[src/include/bus_consts.svh]
`ifndef BUS_CONSTS_SVH
`define BUS_CONSTS_SVH

// Address and data widths
`define BUS_ADDR_W   32
`define BUS_DATA_W   64
`define CORE_DATA_W  32

// Byte strobes, one per byte
`define BUS_STRB_W   8
`define CORE_STRB_W  4

// A bus word holds two core words
`define BUS_LANES    2

// Accepted requests still waiting for their response
`define BUS_MAX_OUTSTANDING 2

// Source index of each arbiter port
`define BUS_PORT_DATA  1'b0
`define BUS_PORT_FETCH 1'b1

`endif

[src/hw/bus_pkg.sv]
package bus_pkg;

    // ----------------------------------------
    // Transfer size
    // ----------------------------------------
    // Encodes log2 of the byte count
    typedef enum logic [2:0] {
        SIZE_WORD  = 3'd2,
        SIZE_DWORD = 3'd3
    } bus_size_e;

    // ----------------------------------------
    // Fetch bridge states
    // ----------------------------------------
    typedef enum logic [1:0] {
        FETCH_IDLE,
        FETCH_ISSUE,
        FETCH_WAIT
    } fetch_state_e;

    // ----------------------------------------
    // Arbiter source port
    // ----------------------------------------
    // 0 is the data port, 1 the fetch port
    typedef logic port_idx_t;

endpackage

[src/hw/inst_fetch_bridge.sv]
`timescale 1ns/1ps
`include "bus_consts.svh"

module inst_fetch_bridge
    import bus_pkg::*;
(
    input  logic                    clk_i,
    input  logic                    rst_ni,
    // Core fetch port
    input  logic                    inst_req_i,
    input  logic [`BUS_ADDR_W-1:0]  inst_addr_i,
    output logic                    inst_ack_o,
    output logic [`CORE_DATA_W-1:0] inst_rdata_o,
    // Request channel
    output logic                    q_valid_o,
    input  logic                    q_ready_i,
    output logic [`BUS_ADDR_W-1:0]  q_addr_o,
    output bus_size_e               q_size_o,
    // Response channel
    input  logic                    p_valid_i,
    output logic                    p_ready_o,
    input  logic [`BUS_DATA_W-1:0]  p_rdata_i
);

    // Offset bits of a bus word and the bit that selects the upper lane
    localparam int unsigned OFFS_W   = $clog2(`BUS_STRB_W);
    localparam int unsigned LANE_BIT = $clog2(`BUS_STRB_W / `BUS_LANES);

    fetch_state_e           state_q;
    fetch_state_e           state_d;
    logic [`BUS_ADDR_W-1:0] addr_q;
    logic                   upper_q;

    // ----------------------------------------
    // FSM
    // ----------------------------------------
    always_ff @(posedge clk_i or negedge rst_ni) begin
        if (!rst_ni) begin
            state_q <= FETCH_IDLE;
        end else begin
            state_q <= state_d;
        end
    end

    always_comb begin
        state_d = state_q;
        case (state_q)
            FETCH_IDLE: begin
                if (inst_req_i) begin
                    state_d = FETCH_ISSUE;
                end
            end
            // Hold the read until the arbiter takes it
            FETCH_ISSUE: begin
                if (q_ready_i) begin
                    state_d = FETCH_WAIT;
                end
            end
            FETCH_WAIT: begin
                if (p_valid_i) begin
                    state_d = FETCH_IDLE;
                end
            end
            default: state_d = FETCH_IDLE;
        endcase
    end

    // Capture the 8-byte aligned address and which half was asked for
    always_ff @(posedge clk_i) begin
        if (state_q == FETCH_IDLE && inst_req_i) begin
            addr_q  <= {inst_addr_i[`BUS_ADDR_W-1:OFFS_W], {OFFS_W{1'b0}}};
            upper_q <= inst_addr_i[LANE_BIT];
        end
    end

    // ----------------------------------------
    // Bus side and core response
    // ----------------------------------------
    assign q_valid_o = (state_q == FETCH_ISSUE);
    assign q_addr_o  = addr_q;
    assign q_size_o  = SIZE_DWORD;
    assign p_ready_o = 1'b1;

    assign inst_ack_o   = p_valid_i & p_ready_o;
    assign inst_rdata_o = upper_q ? p_rdata_i[`BUS_DATA_W-1 -: `CORE_DATA_W]
                                  : p_rdata_i[`CORE_DATA_W-1:0];

endmodule

[src/hw/data_access_bridge.sv]
`timescale 1ns/1ps
`include "bus_consts.svh"

module data_access_bridge
    import bus_pkg::*;
(
    input  logic                    clk_i,
    input  logic                    rst_ni,
    // Core load/store port
    input  logic                    data_req_i,
    input  logic                    data_we_i,
    input  logic [`BUS_ADDR_W-1:0]  data_addr_i,
    input  logic [`CORE_DATA_W-1:0] data_wdata_i,
    input  logic [`CORE_STRB_W-1:0] data_strb_i,
    output logic                    data_ack_o,
    output logic [`CORE_DATA_W-1:0] data_rdata_o,
    output logic                    data_error_o,
    // Request channel
    output logic                    q_valid_o,
    input  logic                    q_ready_i,
    output logic [`BUS_ADDR_W-1:0]  q_addr_o,
    output logic                    q_write_o,
    output logic [`BUS_DATA_W-1:0]  q_wdata_o,
    output logic [`BUS_STRB_W-1:0]  q_strb_o,
    output bus_size_e               q_size_o,
    // Response channel
    input  logic                    p_valid_i,
    output logic                    p_ready_o,
    input  logic [`BUS_DATA_W-1:0]  p_rdata_i,
    input  logic                    p_error_i
);

    localparam int unsigned OFFS_W   = $clog2(`CORE_STRB_W);
    localparam int unsigned LANE_BIT = $clog2(`BUS_STRB_W / `BUS_LANES);

    logic pending_q;
    logic q_fire;
    logic p_fire;
    logic upper;

    assign q_fire = q_valid_o & q_ready_i;
    assign p_fire = p_valid_i & p_ready_o;
    assign upper  = data_addr_i[LANE_BIT];

    // ----------------------------------------
    // Outstanding request
    // ----------------------------------------
    // Set on acceptance, cleared when the response is taken
    always_ff @(posedge clk_i or negedge rst_ni) begin
        if (!rst_ni) begin
            pending_q <= 1'b0;
        end else if (p_fire) begin
            pending_q <= 1'b0;
        end else if (q_fire) begin
            pending_q <= 1'b1;
        end
    end

    // ----------------------------------------
    // Request with lane placement
    // ----------------------------------------
    assign q_valid_o = data_req_i & ~pending_q;
    assign q_addr_o  = {data_addr_i[`BUS_ADDR_W-1:OFFS_W], {OFFS_W{1'b0}}};
    assign q_write_o = data_we_i;
    assign q_size_o  = SIZE_WORD;
    assign q_wdata_o = upper ? {data_wdata_i, {`CORE_DATA_W{1'b0}}}
                             : {{`CORE_DATA_W{1'b0}}, data_wdata_i};
    assign q_strb_o  = upper ? {data_strb_i, {`CORE_STRB_W{1'b0}}}
                             : {{`CORE_STRB_W{1'b0}}, data_strb_i};

    // ----------------------------------------
    // Response
    // ----------------------------------------
    // Core holds its address until ack, so it still picks the lane here
    assign p_ready_o    = data_req_i;
    assign data_ack_o   = p_fire;
    assign data_rdata_o = upper ? p_rdata_i[`BUS_DATA_W-1 -: `CORE_DATA_W]
                                : p_rdata_i[`CORE_DATA_W-1:0];
    assign data_error_o = p_error_i;

endmodule

[src/hw/bus_arbiter.sv]
`timescale 1ns/1ps
`include "bus_consts.svh"

module bus_arbiter
    import bus_pkg::*;
(
    input  logic                   clk_i,
    input  logic                   rst_ni,
    // Fetch side
    input  logic                   f_q_valid_i,
    output logic                   f_q_ready_o,
    input  logic [`BUS_ADDR_W-1:0] f_q_addr_i,
    input  logic                   f_q_write_i,
    input  logic [`BUS_DATA_W-1:0] f_q_wdata_i,
    input  logic [`BUS_STRB_W-1:0] f_q_strb_i,
    input  bus_size_e              f_q_size_i,
    output logic                   f_p_valid_o,
    input  logic                   f_p_ready_i,
    output logic [`BUS_DATA_W-1:0] f_p_rdata_o,
    output logic                   f_p_error_o,
    // Data side
    input  logic                   d_q_valid_i,
    output logic                   d_q_ready_o,
    input  logic [`BUS_ADDR_W-1:0] d_q_addr_i,
    input  logic                   d_q_write_i,
    input  logic [`BUS_DATA_W-1:0] d_q_wdata_i,
    input  logic [`BUS_STRB_W-1:0] d_q_strb_i,
    input  bus_size_e              d_q_size_i,
    output logic                   d_p_valid_o,
    input  logic                   d_p_ready_i,
    output logic [`BUS_DATA_W-1:0] d_p_rdata_o,
    output logic                   d_p_error_o,
    // Shared bus
    output logic                   bus_q_valid_o,
    input  logic                   bus_q_ready_i,
    output logic [`BUS_ADDR_W-1:0] bus_q_addr_o,
    output logic                   bus_q_write_o,
    output logic [`BUS_DATA_W-1:0] bus_q_wdata_o,
    output logic [`BUS_STRB_W-1:0] bus_q_strb_o,
    output bus_size_e              bus_q_size_o,
    input  logic                   bus_p_valid_i,
    output logic                   bus_p_ready_o,
    input  logic [`BUS_DATA_W-1:0] bus_p_rdata_i,
    input  logic                   bus_p_error_i
);

    localparam int unsigned DEPTH = `BUS_MAX_OUTSTANDING;
    localparam int unsigned PTR_W = (DEPTH > 1) ? $clog2(DEPTH) : 1;
    localparam int unsigned CNT_W = $clog2(DEPTH + 1);

    port_idx_t        grant_idx;
    port_idx_t        last_q;
    port_idx_t        lock_idx_q;
    logic             lock_q;
    logic             sel_fetch;
    logic             q_fire;
    logic             p_fire;
    port_idx_t        fifo_q [DEPTH];
    logic [PTR_W-1:0] wr_ptr_q;
    logic [PTR_W-1:0] rd_ptr_q;
    logic [CNT_W-1:0] count_q;
    logic             fifo_full;
    logic             fifo_empty;
    logic             head_fetch;
    logic             head_data;

    // ----------------------------------------
    // Round-robin grant
    // ----------------------------------------
    // A grant shown but not taken stays locked
    always_comb begin
        if (lock_q) begin
            grant_idx = lock_idx_q;
        end else if (f_q_valid_i && d_q_valid_i) begin
            grant_idx = ~last_q;
        end else if (f_q_valid_i) begin
            grant_idx = `BUS_PORT_FETCH;
        end else begin
            grant_idx = `BUS_PORT_DATA;
        end
    end

    assign sel_fetch = (grant_idx == `BUS_PORT_FETCH);

    assign bus_q_valid_o = (sel_fetch ? f_q_valid_i : d_q_valid_i) & ~fifo_full;
    assign bus_q_addr_o  = sel_fetch ? f_q_addr_i  : d_q_addr_i;
    assign bus_q_write_o = sel_fetch ? f_q_write_i : d_q_write_i;
    assign bus_q_wdata_o = sel_fetch ? f_q_wdata_i : d_q_wdata_i;
    assign bus_q_strb_o  = sel_fetch ? f_q_strb_i  : d_q_strb_i;
    assign bus_q_size_o  = sel_fetch ? f_q_size_i  : d_q_size_i;

    assign f_q_ready_o = bus_q_ready_i & ~fifo_full & sel_fetch;
    assign d_q_ready_o = bus_q_ready_i & ~fifo_full & ~sel_fetch;
    assign q_fire      = bus_q_valid_o & bus_q_ready_i;

    always_ff @(posedge clk_i or negedge rst_ni) begin
        if (!rst_ni) begin
            lock_q     <= 1'b0;
            lock_idx_q <= `BUS_PORT_DATA;
            last_q     <= `BUS_PORT_FETCH;
        end else begin
            lock_q     <= bus_q_valid_o & ~bus_q_ready_i;
            lock_idx_q <= grant_idx;
            if (q_fire) begin
                last_q <= grant_idx;
            end
        end
    end

    // ----------------------------------------
    // Source index FIFO
    // ----------------------------------------
    assign fifo_full  = (count_q == CNT_W'(DEPTH));
    assign fifo_empty = (count_q == '0);

    always_ff @(posedge clk_i) begin
        if (q_fire) begin
            fifo_q[wr_ptr_q] <= grant_idx;
        end
    end

    always_ff @(posedge clk_i or negedge rst_ni) begin
        if (!rst_ni) begin
            wr_ptr_q <= '0;
            rd_ptr_q <= '0;
            count_q  <= '0;
        end else begin
            if (q_fire) begin
                wr_ptr_q <= (wr_ptr_q == PTR_W'(DEPTH - 1)) ? '0 : wr_ptr_q + 1'b1;
            end
            if (p_fire) begin
                rd_ptr_q <= (rd_ptr_q == PTR_W'(DEPTH - 1)) ? '0 : rd_ptr_q + 1'b1;
            end
            if (q_fire && !p_fire) begin
                count_q <= count_q + 1'b1;
            end else if (p_fire && !q_fire) begin
                count_q <= count_q - 1'b1;
            end
        end
    end

    // ----------------------------------------
    // Response routing
    // ----------------------------------------
    // Memory answers in order, so the FIFO head owns the response
    assign head_fetch = ~fifo_empty & (fifo_q[rd_ptr_q] == `BUS_PORT_FETCH);
    assign head_data  = ~fifo_empty & (fifo_q[rd_ptr_q] == `BUS_PORT_DATA);

    assign f_p_valid_o   = bus_p_valid_i & head_fetch;
    assign d_p_valid_o   = bus_p_valid_i & head_data;
    assign bus_p_ready_o = (head_fetch & f_p_ready_i) | (head_data & d_p_ready_i);
    assign p_fire        = bus_p_valid_i & bus_p_ready_o;

    assign f_p_rdata_o = bus_p_rdata_i;
    assign d_p_rdata_o = bus_p_rdata_i;
    assign f_p_error_o = bus_p_error_i;
    assign d_p_error_o = bus_p_error_i;

endmodule

[src/hw/core_bus_top.sv]
`timescale 1ns/1ps
`include "bus_consts.svh"

module core_bus_top
    import bus_pkg::*;
(
    input  logic                    clk_i,
    input  logic                    rst_ni,
    // Core fetch port
    input  logic                    inst_req_i,
    input  logic [`BUS_ADDR_W-1:0]  inst_addr_i,
    output logic                    inst_ack_o,
    output logic [`CORE_DATA_W-1:0] inst_rdata_o,
    // Core load/store port
    input  logic                    data_req_i,
    input  logic                    data_we_i,
    input  logic [`BUS_ADDR_W-1:0]  data_addr_i,
    input  logic [`CORE_DATA_W-1:0] data_wdata_i,
    input  logic [`CORE_STRB_W-1:0] data_strb_i,
    output logic                    data_ack_o,
    output logic [`CORE_DATA_W-1:0] data_rdata_o,
    output logic                    data_error_o,
    // External memory bus
    output logic                    bus_q_valid_o,
    input  logic                    bus_q_ready_i,
    output logic [`BUS_ADDR_W-1:0]  bus_q_addr_o,
    output logic                    bus_q_write_o,
    output logic [`BUS_DATA_W-1:0]  bus_q_wdata_o,
    output logic [`BUS_STRB_W-1:0]  bus_q_strb_o,
    output bus_size_e               bus_q_size_o,
    input  logic                    bus_p_valid_i,
    output logic                    bus_p_ready_o,
    input  logic [`BUS_DATA_W-1:0]  bus_p_rdata_i,
    input  logic                    bus_p_error_i
);

    // ----------------------------------------
    // Bridge to arbiter wires
    // ----------------------------------------
    logic                   f_q_valid;
    logic                   f_q_ready;
    logic [`BUS_ADDR_W-1:0] f_q_addr;
    bus_size_e              f_q_size;
    logic                   f_p_valid;
    logic                   f_p_ready;
    logic [`BUS_DATA_W-1:0] f_p_rdata;

    logic                   d_q_valid;
    logic                   d_q_ready;
    logic [`BUS_ADDR_W-1:0] d_q_addr;
    logic                   d_q_write;
    logic [`BUS_DATA_W-1:0] d_q_wdata;
    logic [`BUS_STRB_W-1:0] d_q_strb;
    bus_size_e              d_q_size;
    logic                   d_p_valid;
    logic                   d_p_ready;
    logic [`BUS_DATA_W-1:0] d_p_rdata;
    logic                   d_p_error;

    // Core port and clock names match, the rest is wired by name
    inst_fetch_bridge i_inst_bridge (
        .q_valid_o (f_q_valid),
        .q_ready_i (f_q_ready),
        .q_addr_o  (f_q_addr),
        .q_size_o  (f_q_size),
        .p_valid_i (f_p_valid),
        .p_ready_o (f_p_ready),
        .p_rdata_i (f_p_rdata),
        .*
    );

    data_access_bridge i_data_bridge (
        .q_valid_o (d_q_valid),
        .q_ready_i (d_q_ready),
        .q_addr_o  (d_q_addr),
        .q_write_o (d_q_write),
        .q_wdata_o (d_q_wdata),
        .q_strb_o  (d_q_strb),
        .q_size_o  (d_q_size),
        .p_valid_i (d_p_valid),
        .p_ready_o (d_p_ready),
        .p_rdata_i (d_p_rdata),
        .p_error_i (d_p_error),
        .*
    );

    // Fetch side only reads, full strobes
    bus_arbiter i_arbiter (
        .f_q_valid_i (f_q_valid),
        .f_q_ready_o (f_q_ready),
        .f_q_addr_i  (f_q_addr),
        .f_q_write_i (1'b0),
        .f_q_wdata_i ({`BUS_DATA_W{1'b0}}),
        .f_q_strb_i  ({`BUS_STRB_W{1'b1}}),
        .f_q_size_i  (f_q_size),
        .f_p_valid_o (f_p_valid),
        .f_p_ready_i (f_p_ready),
        .f_p_rdata_o (f_p_rdata),
        .f_p_error_o (),
        .d_q_valid_i (d_q_valid),
        .d_q_ready_o (d_q_ready),
        .d_q_addr_i  (d_q_addr),
        .d_q_write_i (d_q_write),
        .d_q_wdata_i (d_q_wdata),
        .d_q_strb_i  (d_q_strb),
        .d_q_size_i  (d_q_size),
        .d_p_valid_o (d_p_valid),
        .d_p_ready_i (d_p_ready),
        .d_p_rdata_o (d_p_rdata),
        .d_p_error_o (d_p_error),
        .*
    );

endmodule

[config.mk]
export PLATFORM = sky130hd
export DESIGN_NAME = core_bus_top
export DESIGN_NICKNAME = d
export VERILOG_FILES = /design/src/hw/bus_pkg.sv /design/src/hw/inst_fetch_bridge.sv /design/src/hw/data_access_bridge.sv /design/src/hw/bus_arbiter.sv /design/src/hw/core_bus_top.sv
export VERILOG_INCLUDE_DIRS = /design/src /design/src/include
export SDC_FILE = /design/constraint.sdc
export NUM_CORES = 1
export LEC_CHECK = 0
export ABC_AREA = 1
export BUFFER_PORTS_ARGS = -buffer_cell sky130_fd_sc_hd__buf_4
export CORE_AREA = 2 2 137 139
export CTS_CLUSTER_DIAMETER = 60
export CTS_CLUSTER_SIZE = 40
export DETAILED_ROUTE_END_ITERATION = 7
export DIE_AREA = 0 0 139 141
export PLACE_DENSITY = 0.5
export SLEW_MARGIN = 20
export SYNTH_ARGS = -nofsm -noshare
export SYNTH_HDL_FRONTEND = slang
export SYNTH_SLANG_ARGS = --single-unit
[constraint.sdc]
create_clock -name clk_i -period 2.2 [get_ports clk_i]
set_input_delay 0.11 -clock clk_i [delete_from_list [all_inputs] [get_ports clk_i]]
set_output_delay 0.11 -clock clk_i [all_outputs]
set_load 0.02 [all_outputs]
==> summary.txt <==
Drt
  • DRT iter0 DRCs: 125
  • Final ANT Viol Nets: 0
  • Met3 wire len: roughly 1.3 mm
  • Via-to-Cell Ratio: 3.937
  • Wire length per cell: between 10 and 15 um
  • Met2 WL: 7.161 mm
  • Routed vias: 4283
  • Pre-antenna DRT Iters: 4
  • DRT met1 WL: slightly below 6 mm
  • DRC viols: 0
  • Max Used Layer: met4
  • Routed WL: approximately 15 mm

Pwr
  • Switching share of power: 0.5063
  • Total internal power: 3.594 mW
  • Leakage: 3.567 nW
  • Peak supply drop: 0.0007179 V
  • Sw power: 3.685 mW
  • Power Dens Cells: 1148 nW/um^2
  • Gate power share: 0.731
  • Clock power frac: 0.105
  • Sequential fraction of design power: 0.164

Synthesis
  • Synth warn: 0
  • Synth cell types: 24
  • Number of synthesized register bits: 42
  • Synth Cell Area: 3148 um^2
  • Mean Syn Cell Area: 6.309 um^2
  • Mapped Cells: roughly 500
  • Seq/Total Area, Yosys: 0.3851

Cells and area
  • Nets: 1026
  • Core Util, Final: 0.3470
  • ANT cells: 0
  • Share of cells above drive strength 1: 0.4227
  • Area growth, synth to finish: 101.4%

Floorplan
  • I/O Pins: approximately 350
  • Die H: 141 um
  • Core ar.: 18270 um^2
  • Core Rows: 50
  • Starting density of the core: 0.1723
  • Die Wd: between 100 and 150 um
  • Die footprint: around 20000 um^2

Job
  • Max-cap viol count: 0

Setup path
  • Setup CP Type: reg -> out
  • Worst Path Required: 2.09 ns
  • Worst path most repeated cell: nand2_1
  • Slowest cell on the critical path: dfstp_2
  • Crit end category: output port
  • Worst EP arrival: 1.90 ns
  • Critical path cell sequence: nand3_1 -> nand2_1 -> nand2_4 -> inv_2 -> buf_6 -> nand2_1 -> nand2_1 -> buf_4
  • Max Fanout on Critical Path: 25
  • CP max stage delay: 0.52 ns
  • Worst setup SP type: flop

STA
  • FMAX: between 400 and 500 MHz
  • Slew Viols, Final: 0
  • RSZ-0062 raised after global routing: false
  • Setup TNS: 0 ns
  • Final clock skew: 0.003799 ns
  • Minimum clock period: about 2.0 ns
  • Final worst slack: 0.1937 ns
  • Final setup violation count: 0
  • Final Cycle Share: 0.9119
  • Tightest slew margin relative to the limit: 0.6317
  • Final Hold Viols: 0
  • Slew at the pin closest to its max-slew limit: 0.5525 ns

Clock network
  • CTS Buffer Depth: 2
  • Clk root buf: clkbuf_16
  • Cts bufs inserted: 5
  • H-tree lvl count: 2
  • Worst-Skew Late Latency: just under 0.3 ns
  • CTS tree: built
  • Worst-path clk slew: 0.06 ns
  • # clock sinks: 42
  • Post-CTS Setup Inserts: 0

Placed design
  • Post-DP HPWL: between 10 and 15 mm
  • Pre-CTS setup slack: 0.3093 ns
  • Routability cong.: 0.7563
  • PortBufs: 338

Global route
  • Remaining global-route overflow: 0
  • Initial antenna violation count: 0
  • Largest net degree at the start of global routing: 65
  • Vias in the first global route: between 4000 and 5000
  • First-pass GRT wire length: 21.62 mm
  • Total GRT Usage: 0.1380

Min path
  • Hold WC Path Type: in -> reg

Run status
  • Status: finished, final reports clean
[placed cells by master, fill, tap and decap left out, drive strengths merged, types with 2 or more instances in the layout]
cell,n
buf,347
nand2,169
inv,89
o21ai,77
nor2,71
dlygate4sd3,32
edfxtp,32
dfrtp,9
nand3,6
clkbuf,6
conb,4
a21oi,3
xor2,2
[stage by stage]
stage          cell area, um^2  power [mW]  cells  hold slack, ns
3_3_place_gp              5858       6.541   1048        -0.05078
5_1_grt                   6339       7.831   1088          0.1512
3_5_place_dp              5858       6.525   1048        -0.05044
2_1_floorplan             3156       4.237    501         -0.1856
4_1_cts                   6335       7.373   1088          0.1309
6_report                  6339       7.278   1088          0.1352
[per-layer routing]
layer,up-vias,global-route usage
li1,2200,-
met1,1882,0.1674
met2,193,0.2432
met3,8,0.03974
met4,0,0.03083
met5,-,0
[cells by family after synthesis]
logic type | count (synthesis) | share of synthesized area
other cells | 2 | 0.002386
buf+inv | 123 | 0.1689
xor+xnor | 3 | 0.008348
simple gates | 247 | 0.3017
fa+ha+maj | 1 | 0.003974
flops | 42 | 0.3851
compound gates | 81 | 0.1296
[area by class of cell]
type	instances	area [um^2]
clock buffers	6	138.9
clock inverters	2	12.51
fillers	1988	11930
inverters	89	334.1
multi-input cells	336	1419
flip-flops and latches	42	1212
well taps	234	292.8
repair buffers	379	2929
[power groups by stage]
stage / Combinational (mW) / Sequential (mW) / Clock [mW]
after detailed placement: 5.31 / 1.21 / 0
after global placement: 5.33 / 1.21 / 0
after global routing: 5.79 / 1.22 / 0.818
final: 5.32 / 1.20 / 0.763
after floorplan: 3.04 / 1.20 / 0
after CTS: 5.39 / 1.20 / 0.788
[state kept, by name (all words and copies together), names as in the netlist, 2 cells and up]
| name | flops |
|---|---|
| i_arbiter.count_q | 2 |
| i_arbiter.fifo_q | 2 |
| i_inst_bridge.q_addr_o | 29 |
| i_inst_bridge.state_q | 2 |
[synth_stat cells]
| cell | count | area, um^2 |
|---|---|---|
| nand2_4 | 1 | 11.26 |
| inv_1 | 88 | 330.3 |
| xnor2_1 | 1 | 8.760 |
| clkbuf_1 | 12 | 45.04 |
| nand3_1 | 6 | 30.03 |
| nor2_1 | 71 | 266.5 |
| nand2_2 | 2 | 12.51 |
| a21oi_1 | 3 | 15.01 |
| dfrtp_1 | 9 | 225.2 |
| ha_1 | 1 | 12.51 |
| o31ai_1 | 1 | 7.510 |
| clkbuf_2 | 1 | 5.000 |
| nand4_1 | 1 | 6.260 |
| buf_4 | 12 | 90.09 |
| nand2_1 | 166 | 623.1 |
| buf_2 | 7 | 35.03 |
| inv_2 | 1 | 3.750 |
| edfxtp_1 | 32 | 960.9 |
| o21ai_0 | 76 | 380.4 |
| buf_6 | 2 | 22.52 |
| conb_1 | 2 | 7.510 |
| dfstp_2 | 1 | 26.28 |
| o21ai_1 | 1 | 5.000 |
| xor2_1 | 2 | 17.52 |
[final timing paths]
kind,slack (ns),from,depth (start not counted),end
worst min register to register,0.47,i_arbiter.wr_ptr_q,2,i_arbiter.wr_ptr_q
worst min-delay path,0.14,inst_req_i,3,i_inst_bridge.state_q[0]
worst max-delay path,0.19,i_arbiter.last_q,8,bus_q_addr_o[8]
min in group asynchronous,0.18,rst_ni,2,i_inst_bridge.state_q[1]
max in group asynchronous,1.79,rst_ni,2,i_arbiter.last_q
worst max register to register,0.33,i_arbiter.last_q,11,i_arbiter.count_q[1]
[critical path, delay by kind of cell (launching register included)]
family	cells	cell delay (ns)
simple gates	5	0.46
flops	1	0.52
buf+inv	3	0.60
[what timing repair did]
item / in CTS / in global routing
endpoints found under the setup margin: 2 / 7
gates resized for setup: 1 / 1
hold buffers: 32 / 0
hold endpoints to repair: 41 / 0
Note: power is estimated with default switching activity, not from simulation.
